`config.mk`:
```
export PLATFORM = sky130hd
export DESIGN_NAME = ulpi_rx_decoder
export DESIGN_NICKNAME = d
export VERILOG_FILES = /design/src/ulpi_pkg.sv /design/src/usb_pkg.sv /design/src/ulpi_rx_framer.sv /design/src/usb_pid_decoder.sv /design/src/usb_crc16_checker.sv /design/src/usb_rx_result.sv /design/src/ulpi_rx_decoder.sv
export SDC_FILE = /design/constraint.sdc
export NUM_CORES = 1
export LEC_CHECK = 0
export ABC_CLOCK_PERIOD_IN_PS = 2200
export BUFFER_PORTS_ARGS = -buffer_cell sky130_fd_sc_hd__buf_2
export CAP_MARGIN = 5
export CORE_ASPECT_RATIO = 0.7
export CORE_MARGIN = 5
export CORE_UTILIZATION = 35
export CTS_CLUSTER_SIZE = 20
export DETAILED_ROUTE_END_ITERATION = 7
export GPL_ROUTABILITY_DRIVEN = 1
export PLACE_DENSITY_LB_ADDON = 0.25
export SYNTH_ARGS = -nofsm -noshare
export SYNTH_HDL_FRONTEND = slang
export SYNTH_SLANG_ARGS = --single-unit
```
`constraint.sdc`:
```
create_clock -name clock -period 2.2 [get_ports clock]
set_clock_uncertainty 0.2 [all_clocks]
set_input_delay 0.44 -clock clock [delete_from_list [all_inputs] [get_ports clock]]
set_output_delay 0.44 -clock clock [all_outputs]
set_load 0.03 [all_outputs]
```
`src/ulpi_pkg.sv`:
```
`default_nettype none

// ULPI link-level constants shared by the receive path
package ulpi_pkg;

  // RX_CMD byte layout, RxEvent sits in bits 5:4
  localparam integer rxcmd_rxactive_lsb = 4;

  // RxEvent codes
  localparam logic [1:0] rx_active_code = 2'b01;
  localparam logic [1:0] rx_error_code  = 2'b11;

endpackage

`default_nettype wire

```
`src/usb_pkg.sv`:
```
`default_nettype none

// USB 2.0 packet-level constants and CRC helpers
package usb_pkg;

  // PID group, the low two bits of the PID
  localparam logic [1:0] pid_special   = 2'b00;
  localparam logic [1:0] pid_token     = 2'b01;
  localparam logic [1:0] pid_handshake = 2'b10;
  localparam logic [1:0] pid_data      = 2'b11;

  // Token kind, PID bits 3:2 of a token group PID
  localparam logic [1:0] tok_out   = 2'b00;
  localparam logic [1:0] tok_sof   = 2'b01;
  localparam logic [1:0] tok_in    = 2'b10;
  localparam logic [1:0] tok_setup = 2'b11;

  // PING lives in the special group
  localparam logic [1:0] spc_ping = 2'b01;

  // Computed field xor received field, zero on a clean token
  localparam logic [4:0]  crc5_residue  = 5'b00000;
  localparam logic [15:0] crc16_residue = 16'h800d;
  localparam logic [15:0] crc16_init    = 16'hffff;

  // CRC5 over the 11 token bits, LSB first on the wire.
  // Returns the field in the bit order it lands in byte bits 7:3.
  function automatic logic [4:0] crc5(input logic [10:0] bits);
    logic [4:0] c;
    logic [4:0] field;
    logic       fb;
    int         i;
    c = 5'h1f;
    for (i = 0; i < 11; i++) begin
      fb = c[4] ^ bits[i];
      c  = {c[3:0], 1'b0} ^ (fb ? 5'b00101 : 5'b00000);
    end
    // Sent inverted, high register bit first
    for (i = 0; i < 5; i++) begin
      field[i] = ~c[4-i];
    end
    return field;
  endfunction

  // One byte of CRC16 (x^16 + x^15 + x^2 + 1), byte bits LSB first
  function automatic logic [15:0] crc16(input logic [7:0] data, input logic [15:0] prev);
    logic [15:0] c;
    logic        fb;
    int          i;
    c = prev;
    for (i = 0; i < 8; i++) begin
      fb = c[15] ^ data[i];
      c  = {c[14:0], 1'b0} ^ (fb ? 16'h8005 : 16'h0000);
    end
    return c;
  endfunction

endpackage

`default_nettype wire

```
`src/ulpi_rx_framer.sv`:
```
`timescale 1ns/1ps
`default_nettype none

module ulpi_rx_framer (
  input  logic       clock,
  input  logic       reset,
  input  logic       ulpi_dir_i,
  input  logic       ulpi_nxt_i,
  input  logic [7:0] ulpi_data_i,
  output logic       byte_stb_o,
  output logic       first_stb_o,
  output logic       end_stb_o,
  output logic       busy_o,
  output logic [7:0] byte_data_o
);

  import ulpi_pkg::*;

  // Sampled ULPI bus and the dir value one cycle older
  logic       smp_dir;
  logic       smp_nxt;
  logic       prv_dir;
  logic [7:0] smp_data;

  logic       in_pkt;
  logic       rx_byte;
  logic       rx_cmd;
  logic       dir_fall;
  logic       rx_end;
  logic [1:0] rx_event;

  always_ff @(posedge clock) begin
    smp_data <= ulpi_data_i;
    if (reset) begin
      smp_dir <= 1'b0;
      smp_nxt <= 1'b0;
      prv_dir <= 1'b0;
    end else begin
      smp_dir <= ulpi_dir_i;
      smp_nxt <= ulpi_nxt_i;
      prv_dir <= smp_dir;
    end
  end

  // A turnaround cycle has prv_dir low, so it never counts as data
  assign rx_byte  = smp_dir && prv_dir && smp_nxt;
  assign rx_cmd   = smp_dir && prv_dir && !smp_nxt;
  assign dir_fall = prv_dir && !smp_dir;
  assign rx_event = smp_data[rxcmd_rxactive_lsb +: 2];

  // Inactive, error and disconnect events all close the packet
  assign rx_end = in_pkt && ((rx_cmd && rx_event != rx_active_code) || dir_fall);

  always_ff @(posedge clock) begin
    if (reset) begin
      in_pkt      <= 1'b0;
      byte_stb_o  <= 1'b0;
      first_stb_o <= 1'b0;
      end_stb_o   <= 1'b0;
    end else begin
      byte_stb_o  <= rx_byte;
      first_stb_o <= rx_byte && !in_pkt;
      end_stb_o   <= rx_end;
      if (rx_end) begin
        in_pkt <= 1'b0;
      end else if (rx_byte) begin
        in_pkt <= 1'b1;
      end
    end
  end

  always_ff @(posedge clock) begin
    byte_data_o <= smp_data;
  end

  assign busy_o = in_pkt;

endmodule

`default_nettype wire

```
`src/usb_pid_decoder.sv`:
```
`timescale 1ns/1ps
`default_nettype none

module usb_pid_decoder (
  input  logic       clock,
  input  logic       reset,
  input  logic       byte_stb_i,
  input  logic       first_stb_i,
  input  logic       end_stb_i,
  input  logic [7:0] byte_data_i,
  output logic       tok_done_o,
  output logic       sof_done_o,
  output logic       hsk_done_o,
  output logic       tok_crc_ok_o,
  output logic       pid_bad_o,
  output logic       is_data_o,
  output logic [6:0] tok_addr_o,
  output logic [3:0] tok_endp_o
);

  import usb_pkg::*;

  logic [3:0]  pid;
  logic [1:0]  pid_grp;
  logic [1:0]  pid_kind;
  logic        pid_ok;
  logic        is_tok;
  logic        is_sof;

  // Packet class, valid from the PID until the end strobe
  logic        tok_q;
  logic        sof_q;
  logic        hsk_q;
  logic        dat_q;
  logic        bad_q;

  // Bytes seen after the PID, saturating at 3
  logic [1:0]  byte_cnt;
  logic [10:0] tok_bits;
  logic [4:0]  crc_field;
  logic        len_ok;
  logic        crc_match;

  assign pid      = byte_data_i[3:0];
  assign pid_grp  = pid[1:0];
  assign pid_kind = pid[3:2];
  assign pid_ok   = (pid == ~byte_data_i[7:4]);

  // PING carries address and endpoint just like a token
  assign is_sof = (pid_grp == pid_token) && (pid_kind == tok_sof);
  assign is_tok = ((pid_grp == pid_token) && (pid_kind != tok_sof)) ||
                  ((pid_grp == pid_special) && (pid_kind == spc_ping));

  always_ff @(posedge clock) begin
    if (reset) begin
      tok_q    <= 1'b0;
      sof_q    <= 1'b0;
      hsk_q    <= 1'b0;
      dat_q    <= 1'b0;
      bad_q    <= 1'b0;
      byte_cnt <= 2'd0;
    end else if (first_stb_i) begin
      tok_q    <= pid_ok && is_tok;
      sof_q    <= pid_ok && is_sof;
      hsk_q    <= pid_ok && (pid_grp == pid_handshake);
      dat_q    <= (pid_grp == pid_data);
      bad_q    <= !pid_ok;
      byte_cnt <= 2'd0;
    end else if (end_stb_i) begin
      tok_q <= 1'b0;
      sof_q <= 1'b0;
      hsk_q <= 1'b0;
      dat_q <= 1'b0;
      bad_q <= 1'b0;
    end else if (byte_stb_i && byte_cnt != 2'd3) begin
      byte_cnt <= byte_cnt + 2'd1;
    end
  end

  // Address and endpoint change only on real tokens, never on SOF
  always_ff @(posedge clock) begin
    if (reset) begin
      tok_addr_o <= 7'd0;
      tok_endp_o <= 4'd0;
    end else if (byte_stb_i && !first_stb_i && tok_q) begin
      if (byte_cnt == 2'd0) begin
        {tok_endp_o[0], tok_addr_o} <= byte_data_i;
      end else if (byte_cnt == 2'd1) begin
        tok_endp_o[3:1] <= byte_data_i[2:0];
      end
    end
  end

  // Raw 11 bits and CRC field for the CRC5 check (SOF included)
  always_ff @(posedge clock) begin
    if (byte_stb_i && !first_stb_i) begin
      if (byte_cnt == 2'd0) begin
        tok_bits[7:0] <= byte_data_i;
      end
      if (byte_cnt == 2'd1) begin
        tok_bits[10:8] <= byte_data_i[2:0];
        crc_field      <= byte_data_i[7:3];
      end
    end
  end

  assign len_ok    = (byte_cnt == 2'd2);
  assign crc_match = ((crc5(tok_bits) ^ crc_field) == crc5_residue);

  assign tok_done_o   = end_stb_i && tok_q;
  assign sof_done_o   = end_stb_i && sof_q;
  assign hsk_done_o   = end_stb_i && hsk_q;
  assign tok_crc_ok_o = end_stb_i && (tok_q || sof_q) && len_ok && crc_match;
  assign pid_bad_o    = end_stb_i && bad_q;
  assign is_data_o    = dat_q;

endmodule

`default_nettype wire

```
`src/usb_crc16_checker.sv`:
```
`timescale 1ns/1ps
`default_nettype none

module usb_crc16_checker (
  input  logic       clock,
  input  logic       byte_stb_i,
  input  logic       first_stb_i,
  input  logic [7:0] byte_data_i,
  input  logic       busy_i,
  output logic       crc16_ok_o
);

  import usb_pkg::*;

  logic [15:0] crc_q;

  // Seed on the PID, then fold every later byte, CRC bytes included
  always_ff @(posedge clock) begin
    if (first_stb_i) begin
      crc_q <= crc16_init;
    end else if (byte_stb_i && busy_i) begin
      crc_q <= crc16(byte_data_i, crc_q);
    end
  end

  // Running over the received CRC leaves the fixed residue
  assign crc16_ok_o = (crc_q == crc16_residue);

endmodule

`default_nettype wire

```
`src/usb_rx_result.sv`:
```
`timescale 1ns/1ps
`default_nettype none

module usb_rx_result (
  input  logic       clock,
  input  logic       reset,
  input  logic       byte_stb_i,
  input  logic       first_stb_i,
  input  logic       end_stb_i,
  input  logic [7:0] byte_data_i,
  input  logic       tok_done_i,
  input  logic       sof_done_i,
  input  logic       hsk_done_i,
  input  logic       tok_crc_ok_i,
  input  logic       pid_bad_i,
  input  logic       is_data_i,
  input  logic [6:0] tok_addr_i,
  input  logic [3:0] tok_endp_i,
  input  logic       crc16_ok_i,
  output logic       stream_valid_o,
  output logic       stream_keep_o,
  output logic       stream_last_o,
  output logic [3:0] stream_pid_o,
  output logic [7:0] stream_data_o,
  output logic       tok_recv_o,
  output logic       sof_recv_o,
  output logic       hsk_recv_o,
  output logic       data_recv_o,
  output logic       crc_valid_o,
  output logic       crc_error_o,
  output logic [6:0] tok_addr_o,
  output logic [3:0] tok_endp_o,
  output logic       idle_o
);

  logic       open_q;
  logic       stat_q;
  logic       tok_s1;
  logic       sof_s1;
  logic       hsk_s1;
  logic       data_s1;
  logic       crc5_ok_s1;
  logic       crc16_ok_s1;
  logic [6:0] addr_s1;
  logic [3:0] endp_s1;
  logic       good_tok;
  logic       crc5_pkt;

  // Raw byte stream, the end beat carries last with keep clear
  always_ff @(posedge clock) begin
    if (reset) begin
      stream_valid_o <= 1'b0;
      stream_keep_o  <= 1'b0;
      stream_last_o  <= 1'b0;
    end else begin
      stream_valid_o <= byte_stb_i || end_stb_i;
      stream_keep_o  <= byte_stb_i;
      stream_last_o  <= end_stb_i;
    end
  end

  always_ff @(posedge clock) begin
    stream_data_o <= byte_stb_i ? byte_data_i : 8'h00;
    if (first_stb_i) begin
      stream_pid_o <= byte_data_i[3:0];
    end
  end

  // First status stage, captured alongside the end beat
  always_ff @(posedge clock) begin
    if (reset) begin
      open_q  <= 1'b0;
      stat_q  <= 1'b0;
      tok_s1  <= 1'b0;
      sof_s1  <= 1'b0;
      hsk_s1  <= 1'b0;
      data_s1 <= 1'b0;
    end else begin
      if (first_stb_i) begin
        open_q <= 1'b1;
      end else if (end_stb_i) begin
        open_q <= 1'b0;
      end
      stat_q  <= end_stb_i;
      tok_s1  <= tok_done_i;
      sof_s1  <= sof_done_i;
      hsk_s1  <= hsk_done_i;
      data_s1 <= end_stb_i && is_data_i && !pid_bad_i;
    end
  end

  always_ff @(posedge clock) begin
    crc5_ok_s1  <= tok_crc_ok_i;
    crc16_ok_s1 <= crc16_ok_i;
    addr_s1     <= tok_addr_i;
    endp_s1     <= tok_endp_i;
  end

  assign crc5_pkt = tok_s1 || sof_s1;
  assign good_tok = tok_s1 && crc5_ok_s1;

  // Second status stage drives the pulses
  always_ff @(posedge clock) begin
    if (reset) begin
      tok_recv_o  <= 1'b0;
      sof_recv_o  <= 1'b0;
      hsk_recv_o  <= 1'b0;
      data_recv_o <= 1'b0;
      crc_valid_o <= 1'b0;
      crc_error_o <= 1'b0;
      tok_addr_o  <= 7'd0;
      tok_endp_o  <= 4'd0;
    end else begin
      tok_recv_o  <= good_tok;
      sof_recv_o  <= sof_s1 && crc5_ok_s1;
      hsk_recv_o  <= hsk_s1;
      data_recv_o <= data_s1 && crc16_ok_s1;
      crc_valid_o <= (crc5_pkt && crc5_ok_s1) || (data_s1 && crc16_ok_s1);
      crc_error_o <= (crc5_pkt && !crc5_ok_s1) || (data_s1 && !crc16_ok_s1);
      if (good_tok) begin
        tok_addr_o <= addr_s1;
        tok_endp_o <= endp_s1;
      end
    end
  end

  // Idle once no packet is open and no status is pending
  assign idle_o = !open_q && !stat_q;

endmodule

`default_nettype wire

```
`src/ulpi_rx_decoder.sv`:
```
`timescale 1ns/1ps
`default_nettype none

module ulpi_rx_decoder (
  input  logic       clock,
  input  logic       reset,
  input  logic       ulpi_dir_i,
  input  logic       ulpi_nxt_i,
  input  logic [7:0] ulpi_data_i,
  output logic       stream_valid_o,
  output logic       stream_keep_o,
  output logic       stream_last_o,
  output logic [3:0] stream_pid_o,
  output logic [7:0] stream_data_o,
  output logic       tok_recv_o,
  output logic       sof_recv_o,
  output logic       hsk_recv_o,
  output logic       data_recv_o,
  output logic       crc_valid_o,
  output logic       crc_error_o,
  output logic [6:0] tok_addr_o,
  output logic [3:0] tok_endp_o,
  output logic       idle_o
);

  // Framer outputs
  logic       byte_stb;
  logic       first_stb;
  logic       end_stb;
  logic       busy;
  logic [7:0] byte_data;

  // Decoder and checker results
  logic       tok_done;
  logic       sof_done;
  logic       hsk_done;
  logic       tok_crc_ok;
  logic       pid_bad;
  logic       is_data;
  logic [6:0] tok_addr;
  logic [3:0] tok_endp;
  logic       crc16_ok;

  ulpi_rx_framer u_framer (
    .clock       (clock),
    .reset       (reset),
    .ulpi_dir_i  (ulpi_dir_i),
    .ulpi_nxt_i  (ulpi_nxt_i),
    .ulpi_data_i (ulpi_data_i),
    .byte_stb_o  (byte_stb),
    .first_stb_o (first_stb),
    .end_stb_o   (end_stb),
    .busy_o      (busy),
    .byte_data_o (byte_data)
  );

  usb_pid_decoder u_pid_decoder (
    .clock        (clock),
    .reset        (reset),
    .byte_stb_i   (byte_stb),
    .first_stb_i  (first_stb),
    .end_stb_i    (end_stb),
    .byte_data_i  (byte_data),
    .tok_done_o   (tok_done),
    .sof_done_o   (sof_done),
    .hsk_done_o   (hsk_done),
    .tok_crc_ok_o (tok_crc_ok),
    .pid_bad_o    (pid_bad),
    .is_data_o    (is_data),
    .tok_addr_o   (tok_addr),
    .tok_endp_o   (tok_endp)
  );

  usb_crc16_checker u_crc16 (
    .clock       (clock),
    .byte_stb_i  (byte_stb),
    .first_stb_i (first_stb),
    .byte_data_i (byte_data),
    .busy_i      (busy),
    .crc16_ok_o  (crc16_ok)
  );

  usb_rx_result u_result (
    .clock          (clock),
    .reset          (reset),
    .byte_stb_i     (byte_stb),
    .first_stb_i    (first_stb),
    .end_stb_i      (end_stb),
    .byte_data_i    (byte_data),
    .tok_done_i     (tok_done),
    .sof_done_i     (sof_done),
    .hsk_done_i     (hsk_done),
    .tok_crc_ok_i   (tok_crc_ok),
    .pid_bad_i      (pid_bad),
    .is_data_i      (is_data),
    .tok_addr_i     (tok_addr),
    .tok_endp_i     (tok_endp),
    .crc16_ok_i     (crc16_ok),
    .stream_valid_o (stream_valid_o),
    .stream_keep_o  (stream_keep_o),
    .stream_last_o  (stream_last_o),
    .stream_pid_o   (stream_pid_o),
    .stream_data_o  (stream_data_o),
    .tok_recv_o     (tok_recv_o),
    .sof_recv_o     (sof_recv_o),
    .hsk_recv_o     (hsk_recv_o),
    .data_recv_o    (data_recv_o),
    .crc_valid_o    (crc_valid_o),
    .crc_error_o    (crc_error_o),
    .tok_addr_o     (tok_addr_o),
    .tok_endp_o     (tok_endp_o),
    .idle_o         (idle_o)
  );

endmodule

`default_nettype wire

```
==> results.py <==
metrics = {
    "sta": {
        "slew_headroom": 0.690,
        "setup_violations": 0,
        "grt_setup_unrepaired": "false",
        "worst_slew_pin_slew_ns": 0.461,
        "hold_violations": 0,
        "hold-worst-slack_ns": 0.0466,
        "fmax_mhz": 472,
        "finalSetupTns_ns": 0,
        "period_minus_slack_ns": 2.12,
        "period_share": 0.963,
        "final-max-slew-violation-count": 0,
    },
    "clocking": {
        "cts_buffer_depth": 2,
        "root_buffer": "clkbuf_16",
        "clk_pin_slew_ns": 0.06,
        "ctsResizeCount": 0,
        "cts_tree": "yes",
        "numCtsBuffers": 17,
        "clk_latency_ns": 0.41,
        "cts.sinks": 123,
        "htreeDepth": 4,
    },
    "logic_synthesis": {
        "syn_inst": 387,
        "async_flop_share": 0,
        "ys_warn_count": 0,
        "ys_seq_area_frac": 0.619,
        "synth_area_per_cell_um2": 11.1,
        "synth_seq_cells": 123,
        "synthFlopType": "dfxtp_1",
        "ys_types": 43,
        "syn_area_um2": 4300,
        "synth-edff-count": 20,
        "syn-num-nets": 403,
    },
    "finish": {
        "finalInstanceArea_um2": 5410,
        "area_growth_pct": 25.6,
        "fin_nets": 471,
        "final_cells": 625,
        "antennaDiodeCount": 0,
        "drive_above_1_share": 0.209,
    },
    "routing": {
        "drtIter0Drc": 189,
        "vias": 2875,
        "routed_via_density": 4.60,
        "ant_nets": 0,
        "wl_per_cell_um": 13.6,
        "routed_wirelength_um": 8470,
        "drcViolationCount": 0,
        "dr.pass1.iters": 4,
    },
    "die": {
        "die_w_um": 143,
        "io_pins": 45,
        "core_um2": 11900,
        "initial_core_util": 0.362,
        "die-area_um2": 14700,
        "die_y_um": 103,
        "core.rowCount": 33,
    },
    "power": {
        "power.total_uw": 5420,
        "p_clk_frac": 0.492,
        "p_seq_frac": 0.442,
        "power.switching_uw": 1290,
        "p_per_area_nw_per_um2": 1000,
        "p_int_uw": 4130,
        "pwr-share-comb": 0.067,
        "p_sw_frac": 0.238,
        "irDropWorstVdd_uv": 726,
        "p_leak_uw": 0.00224,
    },
    "global_route": {
        "gr-total-overflow": 0,
        "grt_util_all_layers": 0.126,
        "grt_pass1_vias": 2869,
        "grt_max_degree": 29,
        "grt_pass1_wl_um": 14100,
        "antenna_found_initial": 0,
    },
    "setup_path": {
        "crit_family": "XOR/XNOR gates",
        "endpoint_kind": "flip-flop",
        "crit_chain": "xnor2_1 -> xnor3_1 -> or3_1 -> a211oi_1 -> o31a_1",
        "crit_path_start_kind": "flip-flop",
        "worst_ep_required_time_ns": 2.35,
        "slowest_stage": "xnor3_1",
        "r2r_start": "u_pid_decoder.tok_bits[4]",
        "startpoint": "u_pid_decoder.tok_bits[4]",
        "cp_num_buf_inv": 0,
        "cp_max_fo": 4,
        "slowest_delay_ns": 0.48,
        "crit_type": "reg2reg",
        "cp.arrival_ns": 2.27,
    },
    "placement": {
        "postPlaceCellArea_um2": 4750,
        "gp_congestion": 0.775,
        "io_buffers": 44,
        "hpwl_um": 5870,
        "dpl.cell_count": 585,
    },
    "run_status": {
        "status": "complete, no violations",
    },
    "worst_hold_path": {
        "worstHoldPathType": "in2reg",
        "hp-start": "ulpi_nxt_i",
    },
    "flow_run": {
        "max-cap-violations": 0,
    },
}
-- registers in the layout, indices dropped and copies added (netlist names), 2 cells and up --
name / count
u_pid_decoder.tok_addr_o: 7
u_crc16.crc_q: 16
u_framer.smp_data: 8
u_pid_decoder.crc_field: 5
u_pid_decoder.tok_bits: 11
u_framer.byte_data_o: 8
u_result.addr_s1: 7
u_result.tok_addr_o: 7
u_pid_decoder.tok_endp_o: 4
u_result.tok_endp_o: 4
u_result.stream_pid_o: 4
u_result.endp_s1: 4
u_pid_decoder.byte_cnt: 2
u_result.stream_data_o: 8
-- cell usage after synthesis, types with 2 or more instances --
cell type | number | area share
xnor2_1 | 25 | 0.051
a211oi_1 | 3 | 0.0052
dfxtp_1 | 103 | 0.48
nor2b_1 | 9 | 0.013
and3b_1 | 2 | 0.0041
clkbuf_1 | 12 | 0.010
buf_1 | 2 | 0.0017
o21ai_0 | 2 | 0.0023
xnor3_1 | 3 | 0.016
nor2_1 | 28 | 0.024
nand3_1 | 7 | 0.0081
nor3_1 | 3 | 0.0035
xnor2_2 | 2 | 0.0076
and3_1 | 10 | 0.015
ha_1 | 4 | 0.012
edfxtp_1 | 20 | 0.14
nor4_1 | 5 | 0.0073
a211o_1 | 12 | 0.024
a21oi_1 | 29 | 0.034
inv_1 | 7 | 0.0061
buf_6 | 2 | 0.0052
nor3b_1 | 3 | 0.0052
nor4b_1 | 3 | 0.0061
or3_1 | 2 | 0.0029
a32oi_1 | 2 | 0.0041
and2_1 | 13 | 0.019
xor2_1 | 7 | 0.014
buf_2 | 2 | 0.0023
nand2_1 | 51 | 0.044
-- layout by cell type (no fill, tap or decap), drive strengths merged, types with 9 or more instances in the layout --
master  count
and2       13
nor2       28
a21oi      29
clkbuf     17
inv        18
a211o      13
dfxtp     103
edfxtp     20
nor2b       9
and3       10
nand2      52
buf        59
xnor2      27
-- cells by family after synthesis --
logic type,Yosys count,synth area share
simple gates,141,0.160
flops,123,0.619
compound gates,54,0.0805
xor+xnor,40,0.103
buf+inv,25,0.0259
fa+ha+maj,4,0.0116
-- per-stage QoR --
step,utilization,setup slack [ns]
2_1_floorplan,-,0.192
3_3_place_gp,0.399,0.108
3_5_place_dp,0.399,0.0919
4_1_cts,0.455,0.0791
5_1_grt,0.455,0.0314
6_report,0.455,0.0817
-- path summary, 6_finish.rpt --
| check | end | slack [ns] | depth (start not counted) |
|---|---|---|---|
| setup / recovery | u_result.crc5_ok_s1 | 0.08 | 5 |
| hold / removal | u_framer.smp_nxt | 0.05 | 2 |
| setup reg to reg | u_result.crc5_ok_s1 | 0.08 | 5 |
| hold reg to reg | u_framer.byte_data_o[2] | 0.13 | 0 |
-- routing by layer --
metal,track usage,wire length [µm],vias up
li1,-,-,1451
met1,0.167,4170,1335
met2,0.185,3620,76
met3,0.0431,536,13
met4,0.0636,143,0
met5,0,0,-
-- power by group through the flow --
| stage | logic (µW) | clock network (µW) | registers (µW) |
|---|---|---|---|
| floorplan | 267 | 0 | 2440 |
| global placement | 340 | 0 | 2440 |
| detailed placement | 348 | 0 | 2440 |
| CTS | 361 | 2730 | 2400 |
| global route | 391 | 2850 | 2400 |
| finish | 361 | 2670 | 2400 |
-- area by class of cell --
cell class	instances	area [µm²]
flip-flops and latches	123	2660
fillers	1108	6490
clock inverters	15	151
inverters	7	26.3
repair buffers	67	413
multi-input cells	239	1530
well taps	157	196
clock buffers	17	425
-- timing repair --
item,4_1_cts,5_1_grt
setup buffers,0,0
endpoints found under the hold margin,8,0
hold buffers,8,0
Power figures use the tool's default switching activity.
